===== src/icache_pkg.sv =====
package icache_pkg;

    // address split, 32-bit byte address
    localparam int OFFSET_W       = 4;   // 16 bytes per line
    localparam int INDEX_W        = 8;   // 256 lines
    localparam int TAG_W          = 20;
    localparam int WORDS_PER_LINE = 4;
    localparam int NUM_LINES      = 1 << INDEX_W;
    localparam int LINE_W         = WORDS_PER_LINE * 32;

    typedef struct packed {
        logic [TAG_W-1:0]    tag;
        logic [INDEX_W-1:0]  index;
        logic [OFFSET_W-1:0] offset;
    } fetch_addr_s;

    // fetch side writes raw, cache side reads the fields
    typedef union packed {
        logic [31:0] raw;
        fetch_addr_s fields;
    } fetch_addr_u;

    typedef struct packed {
        logic        valid;  // one-cycle strobe
        fetch_addr_u addr;
    } fetch_req_s;

    typedef struct packed {
        logic        valid;
        logic [31:0] pc;
        logic [31:0] instr;
    } fetch_rsp_s;

    typedef struct packed {
        logic        req;   // level, held in MISS
        logic [31:0] addr;  // line address, offset zero
    } refill_req_s;

    typedef struct packed {
        logic              valid;
        logic [LINE_W-1:0] data;  // word 0 in the low bits
    } refill_ret_s;

    typedef struct packed {
        logic [TAG_W-1:0] tag;
        logic             valid;
    } tagv_s;

endpackage


===== src/fetch_unit.sv =====
`timescale 1ns/10ps

module fetch_unit #(
    parameter logic [31:0] RESET_PC = 32'h0000_1000
) (
    input  logic                   clk,
    input  logic                   reset,
    input  logic                   busy,
    input  logic                   redirect,
    input  logic [31:0]            redirect_pc,
    output icache_pkg::fetch_req_s fetch_req
);
    import icache_pkg::*;

    localparam logic [31:0] PC_STEP = 32'd4;

    fetch_addr_u pc_q;   // address of the next request
    logic        issue;

    // one request per cycle while the cache accepts
    assign issue = ~busy;

    always_ff @(posedge clk) begin
        if (reset) begin
            pc_q.raw <= RESET_PC;
        end else if (redirect) begin
            pc_q.raw <= redirect_pc;      // wins over the step, even when busy
        end else if (issue) begin
            pc_q.raw <= pc_q.raw + PC_STEP;
        end
    end

    always_comb begin
        fetch_req.valid = issue;
        fetch_req.addr  = pc_q;
    end

endmodule


===== config.mk =====
export PLATFORM = sky130hd
export DESIGN_NAME = fetch_unit
export DESIGN_NICKNAME = d
export VERILOG_FILES = /design/src/icache_pkg.sv /design/src/fetch_unit.sv
export SDC_FILE = /design/constraint.sdc
export NUM_CORES = 1
export LEC_CHECK = 0
export BUFFER_PORTS_ARGS = -buffer_cell sky130_fd_sc_hd__buf_4
export CORE_ASPECT_RATIO = 1.1
export CORE_UTILIZATION = 53
export DETAILED_ROUTE_END_ITERATION = 16
export PLACE_DENSITY = 0.85
export SLEW_MARGIN = 5
export SYNTH_ARGS = -nofsm -noshare
export SYNTH_HDL_FRONTEND = slang
export SYNTH_SLANG_ARGS = --single-unit

===== constraint.sdc =====
create_clock -name clk -period 5.6 [get_ports clk]
set_input_delay 1.12 -clock clk [delete_from_list [all_inputs] [get_ports clk]]
set_output_delay 1.12 -clock clk [all_outputs]
set_load 0.02 [all_outputs]

-- Word level (Yosys, flattened, before mapping)
Index checks and enable logic that the tools add are counted.
- $add $sub $neg: 1
- equal/unequal tests: 1
- muxes and demuxes: 2
- bitwise gates (word level): 1
- operators with widths (operator ; count):
    32-bit 2-to-1 mux ; 2
    32-bit by 3-bit adder with 32-bit output, second input constant ; 1
    2-bit by 1-bit inequality test with 1-bit output, second input constant ; 1
    1-bit inverter ; 1
- flip-flop bits (word level): 32
- output and inout port bits: 33
- word-level logic and storage cells: 6

-- Logic depth before layout (Yosys ltp)
Gate-level depths: netlist of the first run.
- word-level depth: 3
- gate-level depth with buffers: 5
- gate-level depth less buffers: 5

-- Worst setup path before layout of the first run
Ideal clock, no wire load.
- path type: input-to-output
- start: in busy
- end: out fetch_req[32] (netlist bit)
- arrival: 1691 ps
- path slack: 2789 ps
- stages on the path: 3
- buffers on the path: 2
- cells stage by stage: clkbuf_1 > inv_1 > buf_4
- word-level cells in the longest chain between the ends: 1
- RTL lines (element ; line ; source):
    from (decl) ; fetch_unit.sv:8 ; input logic busy,
    1-bit inverter ; fetch_unit.sv:21 ; assign issue = ~busy;
    to (decl) ; fetch_unit.sv:11 ; output icache_pkg::fetch_req_s fetch_req
Every way passes these cells.

==> impl_metrics.ini, run 1 <==
[status]
outcome = finished, final reports clean

[power_and_ir_drop]
power.density_nw_per_um2 = 211
report.power.total_w = 0.000517
p_int_w = 0.000360
combinational_cell_fraction_of_total_power_pct = 21.4
pwr-share-seq_pct = 51.8
ir_worst_vdd_mv = 0.141
swShare_pct = 30.5
net-switching-power_w = 0.000158
clock_power_share_pct = 26.7
p_leak_nw = 0.912

[logic_synthesis]
ys_types = 45
yosys_register_bits = 32
ys.flop_type = dfxtp_1
syn-mean-instance-area_sq_um = 7.92
mappedNetlistNets = 275
netlist_area_sq_um = 1890
fraction_of_the_yosys_area_taken_by_sequential_cells_pct = 34.0
synthesis.yosys.warnings = 0
syn_inst = 238
synth-async-reset-ratio_pct = 0
synth_enable_flop_cells = 0

[clocking]
max-clock-path-buffers = 2
number_of_resized_instances_in_the_post_cts_repair_step = 0
clk_pin_slew_ns = 0.09
cts_root_buffer = clkbuf_4
tritoncts.num_buffers = 5
cts_hold_buf = 0
clkLatencyLatePin_ns = 0.32
post_cts.repair.setup_buffers = 0
cts.sink_count = 32
tritoncts = yes
cts.htree.levels = 2

[die]
floorplan.rows = 22
design.die.area_sq_um = 3800
coreArea_sq_um = 3360
floorplan.die.height_um = 64.6
dieWidth_um = 58.9
pin_count = 69
floorplan.initialDensity_pct = 56.1

[critical_path]
crit_chain = buf_4 -> inv_1 -> buf_4
cp-startpoint = busy
worst_path_most_repeated_cell = buf_4
startpoint_class_of_the_critical_path = input pin
reg2reg_slack_ns = 3.21
slowest_stage = buf_4
cp-endpoint = fetch_req[32]
worst_setup_path_end_kind = output pin
critPathRequiredTime_ns = 4.48
reg2reg_to = pc_q[17]
crit_path_max_incr_delay_ns = 0.17
crit-reg2reg-launch = pc_q[4]
critical_path_arrival_ns = 1.58
critical_path_class = in -> out
r2r_cells = 4
crit_path_max_fanout = 12

[place]
gp_congestion = 0.853
detailedPlacementHpwl_um = 3550
place.port_buffers = 68
placed_cell_area_sq_um = 2390

[route]
initialDrtViolationCount = 103
drc = 0
wire_per_inst_um = 14.1
antenna_left = 0
route.detailed.vias_per_inst = 5.88
drt_pass1_iterations = 5
detail_route.wirelength_um = 4900
vias = 2039

[sta]
fin_hold_viols = 0
finalMaxSlewViolations = 0
worst_hold_slack_ns = 0.504
fin_crit_sh_pct = 48.3
clock_skew_ns = 0.00549
setup_violations = 0
grt_setup_unrepaired = no
worst-slew-pin-transition_ns = 0.695
totalNegativeSetupSlack_ns = 0
maxClockFrequency_mhz = 370
slew_headroom_pct = 53.6
finalWorstPathRequiredPeriod_ns = 2.70

[cells_and_area]
area_overhead_of_the_layout_relative_to_synthesis_pct = 30.1
num_antenna_cells = 0
finalCoreUtilization_pct = 73.0
final_layout_size_suffix_gt1_share_pct = 28.4
layout.cell_area.non_filler_sq_um = 2450
reg.largest.list = pc_q x32
largest_reg_flops = 32
register_with_the_most_flip_flops = pc_q
final_net_count = 335

[global_routing]
grt_remaining_overflow = 0
grt_max_degree = 47
grt.total_usage_pct = 26.9
grt_first_pass_wirelength_um = 7980
antenna_found_initial = 0
number_of_global_route_vias_before_repair = 1804

[run]
drv.max_cap_violation_count = 0

[min_path]
worst_hold_path_type = reg -> reg
==> worst min path at each step <==
stage	from	to	slack [ns]	depth (start not counted)
final	pc_q[1]	pc_q[1]	0.50	2
after global routing	pc_q[1]	pc_q[1]	0.53	2
after CTS	pc_q[1]	pc_q[1]	0.52	2
after detailed placement	pc_q[1]	pc_q[1]	0.49	2
after global placement	pc_q[1]	pc_q[1]	0.48	2
after floorplan	pc_q[0]	pc_q[0]	0.58	2
==> power groups by stage <==
| stage | combinational [W] | clock (W) | sequential (W) |
|---|---|---|---|
| 2_1_floorplan | 0.0000432 | 0 | 0.000286 |
| 3_3_place_gp | 0.000109 | 0 | 0.000272 |
| 3_5_place_dp | 0.000111 | 0 | 0.000273 |
| 4_1_cts | 0.000111 | 0.000139 | 0.000268 |
| 5_1_grt | 0.000121 | 0.000149 | 0.000271 |
| 6_report | 0.000111 | 0.000138 | 0.000268 |
==> cell usage in the layout, fill, tap and decap left out, types with 2 or more instances in the layout <==
cell	instances
clkbuf_4	5
inv_1	10
o31ai_1	7
nand2_1	13
or3_1	8
nand4_1	11
o21ai_0	5
nand3_1	9
nor3_1	8
xnor2_1	10
nand3_2	3
mux2i_1	3
o211ai_1	2
buf_4	68
nor2_1	28
clkbuf_1	2
a21oi_1	9
a311oi_1	11
nand2b_1	2
a211oi_1	10
nand3b_1	4
nor4_1	9
xor2_1	2
or4_1	8
dfxtp_1	32
==> routing by layer <==
| metal | vias up | track usage [%] | share of wire, % |
|---|---|---|---|
| met5 | - | 0 | 0 |
| met4 | 0 | 10.1 | 1.5 |
| met3 | 8 | 4.39 | 6.6 |
| met2 | 87 | 44.5 | 48 |
| met1 | 923 | 34.6 | 44 |
| li1 | 1021 | - | - |
==> Yosys cell counts, types with 2 or more instances <==
master,count,share of area [%]
buf_2,2,0.53
nand3_2,3,1.6
nor4_1,9,3.0
nand4_1,11,3.6
or4_1,8,3.2
a211oi_1,10,4.0
nor2_1,28,5.6
a21oi_1,9,2.4
a311oi_1,11,5.1
dfxtp_1,32,34
o211ai_1,2,0.80
o21ai_0,5,1.3
nand3b_1,4,1.6
mux2i_1,3,1.6
nand3_1,9,2.4
clkbuf_1,8,1.6
xor2_1,2,0.93
buf_1,4,0.80
or3_1,8,2.7
nor3_1,8,2.1
xnor2_1,10,4.6
o31ai_1,7,2.8
inv_1,10,2.0
nand2b_1,2,0.66
nand2_1,13,2.6
==> critical path: cells and delay by family <==
kind     cells  cell delay, ns
buf+inv      3            0.46
==> per-stage QoR <==
| stage | cells | setup slack (ns) |
|---|---|---|
| after floorplan | 238 | 2.79 |
| after global placement | 339 | 2.68 |
| after detailed placement | 339 | 2.60 |
| after CTS | 347 | 2.90 |
| after global routing | 347 | 2.87 |
| final | 347 | 2.90 |
==> kinds of logic (layout without fill, tap and decap cells) <==
logic type | after synthesis | after routing | share of synthesized area [%]
muxes | 3 | 3 | 1.59
AOI/OAI and AO/OA | 50 | 50 | 19.0
and+or+nand+nor | 114 | 114 | 33.7
xor gates and xnor gates | 12 | 12 | 5.57
adders and majority gates | 1 | 1 | 0.663
buffers and inverters | 26 | 87 | 5.51
DFF | 32 | 32 | 34.0
==> layout make-up <==
class	count	area [sq um]
clock buffer	8	58.8
fill	302	906
inverter	11	41.3
multi-input combinational	180	1140
sequential	32	641
tap	48	60.1
timing repair buffer	68	510
No activity file was read; power rests on OpenSTA's default activity.
==> run 2, diff against run 1 <==
- ABC_AREA: unset -> 1
- CORE_UTILIZATION: 53 -> 51
- PLACE_DENSITY: 0.85 -> 0.8
- clock period: 5.6 -> 2.83 ns (I/O delays scaled with it)
==> impl_metrics.ini, run 2 <==
[die]
floorplan.rows = 24
coreArea_sq_um = 4020
dieWidth_um = 64.4
pin_count = 69
floorplan.initialDensity_pct = 54.3
floorplan.die.height_um = 70.6
design.die.area_sq_um = 4550

[logic_synthesis]
syn_inst = 369
synthMostInstantiatedCell = nand2_1
netlist.top_cell.by_area = dfxtp_1
synth_enable_flop_cells = 0
mappedNetlistNets = 406
yosys_register_bits = 32
syn-mean-instance-area_sq_um = 5.92
fraction_of_the_yosys_area_taken_by_sequential_cells_pct = 29.3
synthDominantCellAreaShare_pct = 29.3
ys_types = 23
synth-async-reset-ratio_pct = 0
synthesis.yosys.warnings = 0
netlist_area_sq_um = 2180
synth.cells.most_frequent = nand2_1, inv_1, o21ai_0
ys.flop_type = dfxtp_1
ys_top_cells_by_area = dfxtp_1, nand2_1, inv_1, o21ai_0, nand3_1

[critical_path]
critPathRequiredTime_ns = 2.99
cp-startpoint = redirect
critical_path_class = in -> reg
crit_path_max_fanout = 30
startpoint_class_of_the_critical_path = input pin
critical_path_arrival_ns = 1.97
reg2reg_slack_ns = 1.25
reg2reg_to = pc_q[28]
r2r_cells = 9
crit-reg2reg-launch = pc_q[3]
worst_setup_path_end_kind = flip-flop
cp-endpoint = pc_q[12]

[route]
drt_pass1_iterations = 4
vias = 2469
antenna_left = 0
initialDrtViolationCount = 173
drc = 0
route.detailed.vias_per_inst = 5.07
detail_route.wirelength_um = 6030
wire_per_inst_um = 12.4

[cells_and_area]
final_cell_mix = nand2_1, buf_4, inv_1, o21ai_0, nor2_1
reg.largest.list = pc_q x32
layout.cell_area.non_filler_sq_um = 2810
num_antenna_cells = 0
finalCoreUtilization_pct = 69.8
register_with_the_most_flip_flops = pc_q
final_common_cell = nand2_1
final_layout_size_suffix_gt1_share_pct = 21.4
fillerInstances = 380
largest_reg_flops = 32
final_net_count = 471
area_overhead_of_the_layout_relative_to_synthesis_pct = 28.6

[power_and_ir_drop]
pwr-share-seq_pct = 46.4
net-switching-power_w = 0.000336
ir_worst_vdd_mv = 0.246
swShare_pct = 30.1
p_leak_nw = 1.20
p_int_w = 0.000780
power.density_nw_per_um2 = 397
combinational_cell_fraction_of_total_power_pct = 20.4
report.power.total_w = 0.00112
clock_power_share_pct = 33.3

[global_routing]
grt_max_degree = 31
number_of_global_route_vias_before_repair = 2325
antenna_found_initial = 0
grt.total_usage_pct = 28.7
grt_first_pass_wirelength_um = 10300
grt_remaining_overflow = 0

[sta]
totalNegativeSetupSlack_ns = 0
maxClockFrequency_mhz = 553
setup_violations = 0
fin_hold_viols = 0
worst_hold_slack_ns = 0.509
fin_crit_sh_pct = 63.8
worst-slew-pin-transition_ns = 0.301
grt_setup_unrepaired = no
finalWorstPathRequiredPeriod_ns = 1.81
finalMaxSlewViolations = 0
slew_headroom_pct = 79.9
clock_skew_ns = 0.00422

[place]
placed_cell_area_sq_um = 2720
gp_congestion = 0.899
detailedPlacementHpwl_um = 4480
place.port_buffers = 68

[clocking]
tritoncts = yes
cts.htree.levels = 2
post_cts.repair.setup_buffers = 0
cts_hold_buf = 0
cts.sink_count = 32
number_of_resized_instances_in_the_post_cts_repair_step = 0
cts_root_buffer = clkbuf_8
tritoncts.num_buffers = 5
clk_pin_slew_ns = 0.07
max-clock-path-buffers = 2
clkLatencyLatePin_ns = 0.29

[run]
drv.max_cap_violation_count = 0

[min_path]
worst_hold_path_type = in -> reg
timing.hold.worst.start = redirect_pc[1]

[status]
outcome = finished, final reports clean
run 2: worst min-delay path by stage:
| stage | to | slack, ns | depth (start not counted) |
|---|---|---|---|
| final | pc_q[1] | 0.51 | 3 |
| after global routing | pc_q[1] | 0.52 | 3 |
| after CTS | pc_q[1] | 0.50 | 3 |
| after detailed placement | pc_q[1] | 0.51 | 2 |
| after global placement | pc_q[0] | 0.50 | 2 |
| after floorplan | pc_q[6] | 0.60 | 2 |
run 2: kinds of logic (layout without fill, tap and decap cells):
family	after synthesis	count (layout)	share of synthesized area [%]
xor gates and xnor gates	7	7	2.81
adders and majority gates	1	1	0.573
AOI/OAI and AO/OA	65	65	15.3
and+or+nand+nor	198	198	40.2
DFF	32	32	29.3
buffers and inverters	66	132	11.8
run 2: through the flow:
step	setup slack, ns	std cells
detailed placement	0.784	479
finish	1.02	487
global placement	0.846	479
floorplan	1.34	369
global route	0.889	487
CTS	1.02	487
run 2: metal layers:
metal  up-vias  global-route usage, %  routed length [um]
met5         -                      0                   0
met4         0                   10.1                  95
met3         9                   5.48                 452
met2        85                   50.8                2910
met1      1090                   34.1                2570
li1       1285                      -                   -
run 2: final cells by class:
type	instances	area (sq um)	area share, %
multi-input combinational	271	1290	45.8
sequential	32	641	22.8
timing repair buffer	70	526	18.7
inverter	54	203	7.21
clock buffer	8	90.1	3.21
tap	52	65.1	2.32
run 2: power by group through the flow:
stage                     sequential (W)  combinational, W  clock, W
after global placement          0.000526          0.000223         0
after global routing            0.000521          0.000251  0.000397
final                           0.000517          0.000227  0.000371
after CTS                       0.000517          0.000228  0.000378
after detailed placement        0.000526          0.000227         0
after floorplan                 0.000551         0.0000941         0
run 2: critical path, cell delays in order:
cell      delay (ns)
buf_4           0.28
inv_1           0.22
nand2_1         0.10
buf_4           0.23
inv_1           0.15
a221oi_1        0.30
o21ai_1         0.12
